[src/verilog/dcache_pkg.sv]
package dcache_pkg;

    ////////////////////
    // cache geometry
    ////////////////////

    localparam int NUM_WAYS    = 2;
    // 16 sets per way
    localparam int SET_BITS    = 4;
    localparam int LINE_BITS   = 128;
    localparam int WORD_BITS   = 32;
    // four words per line
    localparam int OFFSET_BITS = 2;
    localparam int LINE_BYTES  = LINE_BITS / 8;

    // widths with a meaning
    typedef logic [SET_BITS-1:0]      set_addr_t;
    typedef logic [LINE_BITS-1:0]     line_t;
    typedef logic [WORD_BITS-1:0]     word_t;
    typedef logic [OFFSET_BITS-1:0]   offset_t;
    typedef logic [NUM_WAYS-1:0]      way_mask_t;
    typedef logic [WORD_BITS/8-1:0]   byte_mask_t;
    typedef logic [LINE_BYTES-1:0]    line_mask_t;

    ////////////////////
    // request and response bundles
    ////////////////////

    // replace = 1 for refill, 0 for a store hit on one word
    typedef struct packed {
        logic       en;
        set_addr_t  addr;
        way_mask_t  ways;
        logic       replace;
        offset_t    offset;
        byte_mask_t bytes;
        line_t      line;
        word_t      word;
    } wr_req_t;

    // way chosen by requester, no hit logic here
    typedef struct packed {
        logic      en;
        set_addr_t addr;
        way_mask_t way;
        offset_t   offset;
    } rd_req_t;

    typedef struct packed {
        logic  valid;
        line_t line;
        word_t word;
    } rd_resp_t;

    // one way's write port
    typedef struct packed {
        set_addr_t  addr;
        line_t      din;
        line_mask_t we;
    } ram_wr_t;

endpackage

[src/verilog/dcache_write_format.sv]
`timescale 1ns/10ps

module dcache_write_format (
    input  dcache_pkg::wr_req_t                            wr,
    output dcache_pkg::ram_wr_t [dcache_pkg::NUM_WAYS-1:0] ram_wr
);

    ////////////////////
    // byte enables
    ////////////////////

    dcache_pkg::line_mask_t word_mask;
    dcache_pkg::line_mask_t line_mask;

    // four byte lanes per word of offset
    assign word_mask = dcache_pkg::line_mask_t'(wr.bytes) << {wr.offset, 2'b00};

    // refill takes every byte
    assign line_mask = wr.replace ? '1 : word_mask;

    ////////////////////
    // write data
    ////////////////////

    dcache_pkg::line_t word_line;
    dcache_pkg::line_t din;

    // word into its 32-bit lane, other lanes zero
    assign word_line = dcache_pkg::line_t'(wr.word) << {wr.offset, 5'b00000};
    assign din       = wr.replace ? wr.line : word_line;

    ////////////////////
    // per way ports
    ////////////////////

    always_comb begin
        for (int w = 0; w < dcache_pkg::NUM_WAYS; w++) begin
            ram_wr[w].addr = wr.addr;
            ram_wr[w].din  = din;
            // only selected ways see enables
            if (wr.en && wr.ways[w]) begin
                ram_wr[w].we = line_mask;
            end else begin
                ram_wr[w].we = '0;
            end
        end
    end

    ////////////////////
    // request sanity
    ////////////////////

    always_comb begin
        if (wr.en) begin
            // one way, or both for a dual update
            assert (wr.ways != '0)
                else $error("write strobe with empty way mask");
            // store hit must touch at least one byte
            assert (wr.replace || wr.bytes != '0)
                else $error("word write with empty byte mask");
        end
    end

endmodule
[config.mk]
export PLATFORM = sky130hd
export DESIGN_NAME = dcache_write_format
export DESIGN_NICKNAME = d
export VERILOG_FILES = /design/src/verilog/dcache_pkg.sv /design/src/verilog/dcache_write_format.sv
export SDC_FILE = /design/constraint.sdc
export NUM_CORES = 1
export LEC_CHECK = 0
export ABC_CLOCK_PERIOD_IN_PS = 5100
export BUFFER_PORTS_ARGS = -buffer_cell sky130_fd_sc_hd__buf_2
export CAP_MARGIN = 10
export CORE_AREA = 2 2 181 183
export DETAILED_ROUTE_END_ITERATION = 10
export DIE_AREA = 0 0 183 185
export GPL_TIMING_DRIVEN = 0
export PLACE_DENSITY_LB_ADDON = 0.3
export SYNTH_ARGS = -nofsm -noshare
export SYNTH_HDL_FRONTEND = slang
export SYNTH_SLANG_ARGS = --single-unit
[constraint.sdc]
create_clock -name vclk -period 5.1
set_input_delay 1.53 -clock vclk [all_inputs]
set_output_delay 1.53 -clock vclk [all_outputs]
set_load 0.005 [all_outputs]
==> results by group <==
Run status
  • Status: finished, final reports clean

GRT
  • Initial antenna violation count: 2
  • First-pass GRT wire length: 30240 µm
  • GRT Total Usage: 0.1189
  • Pin count of the biggest net entering global routing: 11
  • Vias in the first global route: 4822
  • Remaining global-route overflow: 0

Floorplan
  • FP Rows: 66
  • Core area: 32040 µm²
  • I/O Pins: 470
  • Total die area: 33860 µm²
  • Starting Density: 0.09333
  • Width of the die: 183 µm
  • Die Ht: 185 µm

Routing
  • Drt first pass iters: 5
  • 1st-iter DRT viols: 180
  • DRC viols: 0
  • ANT nets after route: 0
  • Via/cell ratio: 3.740
  • Routed WL per cell: 16.43 µm
  • Total Wirelength: 22830 µm
  • DR vias: 5199

Clock network
  • Post-CTS Hold Buffers: 0
  • # Post-CTS Setup Buffers: 0
  • CTS resizes: 0

Timing
  • Final period util: 0.9290
  • Setup-violating endpoint count in the final report: 0
  • Tmin final: 4.738 ns
  • Worst Tran Pin Value: 0.7246 ns
  • Endpoints failing hold: 0
  • RSZ-0062 raised after global routing: no
  • FMAX: 0.2111 GHz
  • Final Slew Violations: 0
  • Fin Setup TNS: 0 ns
  • Rel. slew slack: 0.5118

Job
  • Max cap viols: 0

Setup path
  • WS Path Type: input pin to primary output
  • Worst EP required: 3.57 ns
  • Crit path max fanout: 10
  • CP startpoint kind: input pin
  • Critical path capture point type: primary output
  • CP Data Arrival Time: 3.21 ns

Place
  • HPWL after DPL: 19670 µm
  • Placer congestion estimate: 0.8645
  • Inst Count DP: 1390
  • I/O Buffers: 465

Layout
  • Non-filler instance count after layout: 1390
  • Utilization after layout: 0.1819
  • Layout cells sized above 1: 0.6792
  • Register area: 0 µm²
  • Commonest non-fill, non-tap cell in the layout: buf_2
  • Commonest non-fill, non-tap cells in the layout: buf_2, buf_4, nand2_1, o21ai_0, nand2b_1
  • Clkbuf count: 0
  • Seq_cells: 0
  • Syn-to-layout area delta: 94.90%
  • Nets: 1158
  • Antenna diode count: 0

Synthesis
  • Synthesized cell area: 2990 µm²
  • Ys Warns: 0
  • Distinct cells, synth: 18
  • Post-Syn Instances: 517
  • Seq/Total Area, Yosys: 0
  • Synthesized Nets: 691
  • Post-Syn Area per Cell: 5.784 µm²

Pwr
  • P_leak: 3.567 nW
  • Peak VDD IR: 24.26 µV
  • Power per cell area: 94.34 nW/µm²
  • Pwr Total: 0.5498 mW

Worst hold path
  • Worst min path class: input pin to primary output
  • Hold Path Stages: 2
[layer usage]
metal	part of all wire	vias to the layer above	track usage
met2	0.49	341	0.2191
li1	-	2502	-
met5	0.00057	-	0
met3	0.072	32	0.01298
met1	0.41	2322	0.1456
met4	0.029	2	0.03296
[area by class of cell]
cell class	count	area, µm²
multi-input combinational	342	1752
inverter	1	3.754
fill	3788	26210
tap	408	510.5
timing repair buffer	465	2327
buffer	174	1235
[cells in the mapped netlist]
master / n / share of area
buf_6: 4 / 0.015
o21ai_1: 6 / 0.010
buf_4: 138 / 0.35
nand2b_1: 32 / 0.067
a31oi_1: 4 / 0.0084
or2_4: 1 / 0.0029
buf_2: 19 / 0.032
nand3b_1: 8 / 0.020
nand2_1: 131 / 0.16
inv_1: 1 / 0.0013
o21ai_0: 92 / 0.15
clkbuf_1: 5 / 0.0063
or3b_1: 4 / 0.012
nand2b_4: 2 / 0.0092
o21ai_2: 30 / 0.088
a21oi_1: 24 / 0.040
nor2_1: 8 / 0.010
clkbuf_2: 8 / 0.013
[path summary, 6_finish.rpt]
path	startpoint	slack, ns	to
max	wr[165]	0.36	ram_wr[282]
min	wr[169]	3.23	ram_wr[292]
[critical path: stages]
cell	delay (ns)
buf_2	0.12
buf_4	0.16
nand2_1	0.35
clkbuf_1	0.46
o21ai_0	0.28
buf_4	0.19
buf_2	0.11
[per-stage QoR]
step	hold WS, ns	worst slack (ns)	instance area, µm²
3_5_place_dp	3.227	0.2915	5828
3_3_place_gp	3.228	0.2852	5828
2_1_floorplan	3.141	1.175	2990
4_1_cts	3.228	0.2933	5828
5_1_grt	3.230	0.2240	5828
6_report	3.226	0.3621	5828
[report_power, final]
part	leakage, nW	internal [mW]	switching (mW)	total, mW
clock network	0	0	0	0
registers	0	0	0	0
logic	3.57	0.278	0.272	0.550
[kinds of logic after synthesis]
family	count (synthesis)	share of synthesized area
buffers and inverters	175	0.4142
and+or+nand+nor	186	0.2854
AOI/OAI and AO/OA	156	0.3004
Power figures use the tool's default switching activity.
