<file path="config.mk">
export PLATFORM = sky130hd
export DESIGN_NAME = dcache_read_select
export DESIGN_NICKNAME = d
export VERILOG_FILES = /design/src/verilog/dcache_pkg.sv /design/src/verilog/dcache_read_select.sv
export SDC_FILE = /design/constraint.sdc
export NUM_CORES = 1
export LEC_CHECK = 0
export BUFFER_PORTS_ARGS = -buffer_cell sky130_fd_sc_hd__buf_4
export CAP_MARGIN = 20
export CORE_AREA = 10 10 159 161
export DETAILED_ROUTE_END_ITERATION = 8
export DIE_AREA = 0 0 169 171
export PLACE_DENSITY_LB_ADDON = 0.25
export SYNTH_ARGS = -nofsm -noshare
export SYNTH_HDL_FRONTEND = slang
export SYNTH_SLANG_ARGS = --single-unit
</file>
<file path="constraint.sdc">
create_clock -name clk -period 1.7 [get_ports clk]
set_input_delay 0.17 -clock clk [delete_from_list [all_inputs] [get_ports clk]]
set_output_delay 0.17 -clock clk [all_outputs]
set_load 0.01 [all_outputs]
</file>
<file path="src/verilog/dcache_pkg.sv">
package dcache_pkg;

    ////////////////////
    // cache geometry
    ////////////////////

    localparam int NUM_WAYS    = 2;
    // 16 sets per way
    localparam int SET_BITS    = 4;
    localparam int LINE_BITS   = 128;
    localparam int WORD_BITS   = 32;
    // four words per line
    localparam int OFFSET_BITS = 2;
    localparam int LINE_BYTES  = LINE_BITS / 8;

    // widths with a meaning
    typedef logic [SET_BITS-1:0]      set_addr_t;
    typedef logic [LINE_BITS-1:0]     line_t;
    typedef logic [WORD_BITS-1:0]     word_t;
    typedef logic [OFFSET_BITS-1:0]   offset_t;
    typedef logic [NUM_WAYS-1:0]      way_mask_t;
    typedef logic [WORD_BITS/8-1:0]   byte_mask_t;
    typedef logic [LINE_BYTES-1:0]    line_mask_t;

    ////////////////////
    // request and response bundles
    ////////////////////

    // replace = 1 for refill, 0 for a store hit on one word
    typedef struct packed {
        logic       en;
        set_addr_t  addr;
        way_mask_t  ways;
        logic       replace;
        offset_t    offset;
        byte_mask_t bytes;
        line_t      line;
        word_t      word;
    } wr_req_t;

    // way chosen by requester, no hit logic here
    typedef struct packed {
        logic      en;
        set_addr_t addr;
        way_mask_t way;
        offset_t   offset;
    } rd_req_t;

    typedef struct packed {
        logic  valid;
        line_t line;
        word_t word;
    } rd_resp_t;

    // one way's write port
    typedef struct packed {
        set_addr_t  addr;
        line_t      din;
        line_mask_t we;
    } ram_wr_t;

endpackage

</file>
<file path="src/verilog/dcache_read_select.sv">
`timescale 1ns/10ps

module dcache_read_select (
    input  logic                                        clk,
    input  logic                                        rst,
    input  dcache_pkg::rd_req_t                         rd,
    input  dcache_pkg::line_t [dcache_pkg::NUM_WAYS-1:0] way_lines,
    output dcache_pkg::rd_resp_t                        resp
);

    ////////////////////
    // request stage
    ////////////////////

    logic                  rd_en_q;
    dcache_pkg::way_mask_t way_q;
    dcache_pkg::offset_t   offset_q;

    // read strobe one cycle behind rd.en
    always_ff @(posedge clk) begin
        if (rst) begin
            rd_en_q <= 1'b0;
        end else begin
            rd_en_q <= rd.en;
        end
    end

    // lines up with the ram read register
    always_ff @(posedge clk) begin
        way_q    <= rd.way;
        offset_q <= rd.offset;
    end

    ////////////////////
    // way and word select
    ////////////////////

    dcache_pkg::line_t line_sel;

    // and-or mux on one-hot way
    always_comb begin
        line_sel = '0;
        for (int w = 0; w < dcache_pkg::NUM_WAYS; w++) begin
            if (way_q[w]) begin
                line_sel = line_sel | way_lines[w];
            end
        end
    end

    assign resp.valid = rd_en_q;
    assign resp.line  = line_sel;
    // lane at 32 * offset
    assign resp.word  = line_sel[{offset_q, 5'b00000} +: dcache_pkg::WORD_BITS];

    ////////////////////
    // checks
    ////////////////////

    a_way_onehot: assert property (@(posedge clk) disable iff (rst)
        rd_en_q |-> $onehot(way_q))
        else $error("read issued with way mask not one-hot");

endmodule

</file>
==> impl_metrics.toml, run 1 <==
[run_status]
status = "finished with violations"
violations = "negative setup slack"

[yosys]
synthArstFlopShare_pct = 0
synth_top_area_share_pct = 53.4
yosys.area.top_type = "a22o_1"
synth_commonest_cells = "a22o_1 (128), o22ai_1 (64), nor2_1 (32)"
synth_seq_area_share_pct = 4.77
synth.distinct_cells = 13
syn_area_mm2 = 0.00210
yosysMostFrequentCell = "a22o_1"
netlist_top_cells_area = "a22o_1 (53%), o22ai_1 (19%), buf_6 (7.5%)"
yosys_most_used_dff = "dfxtp_1"
synth_edf_count = 0
syn_nets = 543
ys_warn_count = 0
ys_ff_latch = 5
synthCells = 276
avgSynthCellArea_um2 = 7.61

[routing]
post-route-drc-count = 0
wl_per_cell_um = 24.0
routed_wl_mm = 23.8
final_antenna_net_count = 0
avgViaCountPerCell = 4.59
drt_iter0_drc = 171
drtPass1Iterations = 4
vias = 4547

[grt]
track_usage_pct = 12.1
grt_max_degree = 61
grt_pass1_vias = 4581
antenna_found_initial = 0
grt_pass1_wl_mm = 27.7
grt_overflow = 0

[timing]
rsz0062_at_grt = "true"
slew_violations = 0
setup_viol = 21
period_share_pct = 105
fmax_mhz = 560
finalWorstSetupSlack_ps = -85.9
worst_pin_slew_ps = 343
fin_crit_ps = 1790
final-hold-violation-count = 0
timing.slew.headroom_pct = 77.1

[pwr]
ir_drop_mv = 0.432
power.total_mw = 2.71
leakagePower_nw = 3.27
power_density_mw_per_mm2 = 422

[cts]
cts_buffers = 3
cts_sinks = 5
htree_levels = 1
clock-root-buffer = "clkbuf_16"
clk_pin_slew_ps = 30
clk_path_buf_depth = 2
cts_hold_buf = 0
cts_tree = "done"

[critical_path]
crit_type = "reg2out"
arrival_ps = 1620
cp.required_ps = 1530
critPathMaxFanout = 11
cp-end-kind = "primary output"
cp-start-kind = "register"

[job]
cap_violations = 0

[floorplan]
dieArea_mm2 = 0.0289
std_cell_rows = 55
start_util_pct = 9.45
core_area_mm2 = 0.0222
die_h_um = 171
die_x_um = 169
io_pins = 428

[placed_design]
place_area_mm2 = 0.00552
routabilityCongestion = 0.828
portBuffers = 423
hpwl_mm = 17.3
dp_slack_ps = 183

[final_layout]
utilization_pct = 28.9
stdcell_area_mm2 = 0.00643
n_fill_cell = 2421
multi_input_comb_area_mm2 = 0.00204
synthToLayoutAreaGrowth_pct = 206
fin_nets = 973
drive_above_1_share_pct = 74.3
register_area_um2 = 108
diodes = 0

[min_path]
min_to = "way_q[0]$_DFF_P_"
hold_depth = 1
min-delay-path-class = "in2reg"
min_from = "rd[2]"
per-stage QoR:
stage                     hold slack, ps  std cells  TNS, ps
after detailed placement             277        961        0
after global routing                43.4        990    -2190
after CTS                           45.8        965     -341
after global placement               276        961        0
final                               49.0        990     -525
after floorplan                      198        276        0
state kept, by name, indices dropped and copies added (netlist names):
register  cells
rd_en_q       1
way_q         2
offset_q      2
critical path, stage by stage, from the launching register on:
cell       delay, ps
dfxtp_4          410
clkbuf_16        200
a22o_1           230
o22ai_1          300
nor2_1            90
buf_4            150
metal layers:
metal	part of all wire (%)	global-route usage (%)
met2	52	22.4
met3	8.8	4.36
met4	1.5	2.44
met5	0	0
met1	38	12.9
how the worst max path moves through the flow:
stage,start,to,slack [ps],cells after the start
6_report,way_q[0]$_DFF_P_,resp[26],-90,5
5_1_grt,way_q[0]$_DFF_P_,resp[21],-110,6
4_1_cts,way_q[1]$_DFF_P_,resp[30],-50,6
3_5_place_dp,way_q[0]$_DFF_P_,resp[17],180,6
3_3_place_gp,way_q[0]$_DFF_P_,resp[30],170,6
2_1_floorplan,way_q[0]$_DFF_P_,resp[27],440,5
logic make-up (layout without fill, tap and decap cells):
kind of cell | Yosys count | after routing | synth area share, %
simple gates | 37 | 37 | 7.09
compound gates | 192 | 192 | 72.5
flops | 5 | 5 | 4.77
buf+inv | 42 | 471 | 15.7
cells in the final DEF, fill, tap and decap left out, drive strengths merged:
master and instances:
o22ai 64, buf 460, nand2b 2, dfxtp 5
nand2 1, nor2b 1, clkbuf 11, nor2 32
a22o 128, or2 1
repair_timing:
action / in CTS / in global routing
setup endpoints to repair: 14 / 26
gates resized for setup: 6 / 68
pin swaps: 0 / 38
cloned: 0 / 12
setup buffers: 0 / 13
cell type report:
type / instances / area share, %
Tap cell: 285 / 5.55
Timing Repair Buffer: 467 / 59.9
Sequential cell: 5 / 1.67
Multi-Input combinational cell: 229 / 31.7
Clock buffer: 4 / 1.23
power breakdown:
| group | switching (mW) | leakage, nW | internal, mW |
|---|---|---|---|
| combinational | 0.945 | 3.18 | 1.25 |
| sequential | 0.0158 | 0.0428 | 0.124 |
| clock | 0.0704 | 0.0382 | 0.310 |
| total | 1.03 | 3.27 | 1.68 |
Note: power is estimated with default switching activity, not from simulation.
==> inputs of run 2 (changes only) <==
CORE_AREA = 2 2 164 166   (was 10 10 159 161)
DIE_AREA = 0 0 166 168   (was 0 0 169 171)
TNS_END_PERCENT = 10   (was default)
==> run 2 against run 1 <==
- via count decreased by 2.4%
- the run still ends with negative setup slack left
- sequential power hardly changed
- die area shrank 3.5%
- non-clock buffer count grew 1
- total power decreased by 2.1%
- worst setup slack better by 12 ps
- clock power is essentially flat
- combinational power fell by 2%
- hold slack is essentially flat
- largest power group unchanged
- maximum frequency up 0.66%
==> impl_metrics.toml, run 2 (synthesis gave the netlist of run 1 again) <==
[pwr]
p_int_mw = 1.66
p_seq_share_pct = 5.1
pwr-share-clk_pct = 14.4
leakagePower_nw = 3.24
p_sw_mw = 1.00
ir_drop_mv = 0.505
sw_frac_of_total_pct = 37.7
p_comb_share_pct = 80.4
power_density_mw_per_mm2 = 414

[timing]
setup_viol = 29
worst_pin_slew_ps = 299
slew_violations = 0
finalWorstSetupSlack_ps = -74.2
period_share_pct = 104
fin_crit_ps = 1770
timing.slew.headroom_pct = 80.1
fmax_mhz = 564
final-hold-violation-count = 0
rsz0062_at_grt = "true"
finalSetupTns_ps = -899

[placed_design]
dp_slack_ps = 145
place_area_mm2 = 0.00563
hpwl_mm = 14.5
portBuffers = 423
routabilityCongestion = 0.803

[grt]
grt_max_degree = 65
track_usage_pct = 11.5
grt_pass1_vias = 4305
antenna_found_initial = 1
grt_overflow = 0
grt_pass1_wl_mm = 25.7

[critical_path]
critPathBufInv = 3
cp_num_cells = 6
crit_path_max_incr_delay_ps = 380
worst_path_max_delay_cell = "dfxtp_4"
crit_family = "buffers and inverters"
cp-start-kind = "register"
critPathMaxFanout = 7
arrival_ps = 1600
crit_chain = "buf_8, clkbuf_16, a22o_1, o22ai_2, nor2_1, buf_4"
cp.required_ps = 1530
cp-end-kind = "primary output"
crit_type = "reg2out"

[routing]
post-route-drc-count = 0
drtPass1Iterations = 4
vias = 4437
drt_iter0_drc = 139
final_antenna_net_count = 0
avgViaCountPerCell = 4.24
wl_per_cell_um = 20.2
routed_wl_mm = 21.2

[cts]
clk_path_buf_depth = 2
cts_sinks = 5
clock-root-buffer = "clkbuf_16"
clk_pin_slew_ps = 30
cts_tree = "done"
htree_levels = 1
cts_buffers = 3

[job]
cap_violations = 0

[final_layout]
final_common_cell = "buf_4"
drive_above_1_share_pct = 73.4
final_cell_mix = "buf_4 (441), a22o_1 (116), o22ai_1 (36)"
diodes = 0
stdcell_area_mm2 = 0.00641
fin_nets = 974
reg.largest.list = "offset_q (2), way_q (2), rd_en_q (1)"
synthToLayoutAreaGrowth_pct = 205

[floorplan]
start_util_pct = 7.97
core_area_mm2 = 0.0264
die_x_um = 166
std_cell_rows = 60
die_h_um = 168
dieArea_mm2 = 0.0279
io_pins = 428

[min_path]
min-delay-path-class = "in2reg"
hold_depth = 1

[run_status]
violations = "negative setup slack"
status = "finished with violations"
## run 2: cell count changes in the layout (fill, tap and decap cells not counted), sizes merged
cell	change
buf	+1
## run 2: final cells by class
type,count,area [µm²]
sequential,5,108
tap,341,427
timing repair buffer,468,3840
clock buffer,4,78.8
multi-input combinational,229,1960
fill,2927,19900
## run 2: per-layer routing
layer	part of all wire [%]	vias up	track usage, %
met5	0.061	-	0
met3	5.8	24	1.60
li1	-	2047	-
met4	1.6	2	1.85
met2	51	240	21.7
met1	41	2124	14.1
## run 2: worst paths after layout
check | end | slack, ps | startpoint
max | resp[10] | -70 | way_q[0]$_DFF_P_
min | way_q[1]$_DFF_P_ | 50 | rd[3]
## run 2: what timing repair did
item / in CTS / in global routing
resized for setup: 7 / 48
hold buffers: 0 / 0
endpoints found under the setup margin: 23 / 31
cloned: 1 / 11
setup buffers: 3 / 11
pin swaps: 0 / 30
## run 2: power groups by stage
stage	Clock, mW	Combinational (mW)	Sequential (mW)
finish	0.384	2.14	0.137
detailed placement	0	1.89	0.136
global placement	0	1.90	0.136
global route	0.398	2.26	0.138
floorplan	0	0.756	0.129
CTS	0.387	1.93	0.134
## run 2: metrics by stage
stage,std cells,hold WS (ps),power [mW],utilization [%]
after floorplan,276,198,0.885,-
after global placement,1018,275,2.03,21.3
after detailed placement,1018,277,2.02,21.3
after CTS,1026,46.4,2.45,22.0
after global routing,1047,43.2,2.80,24.3
final,1047,48.9,2.66,24.3
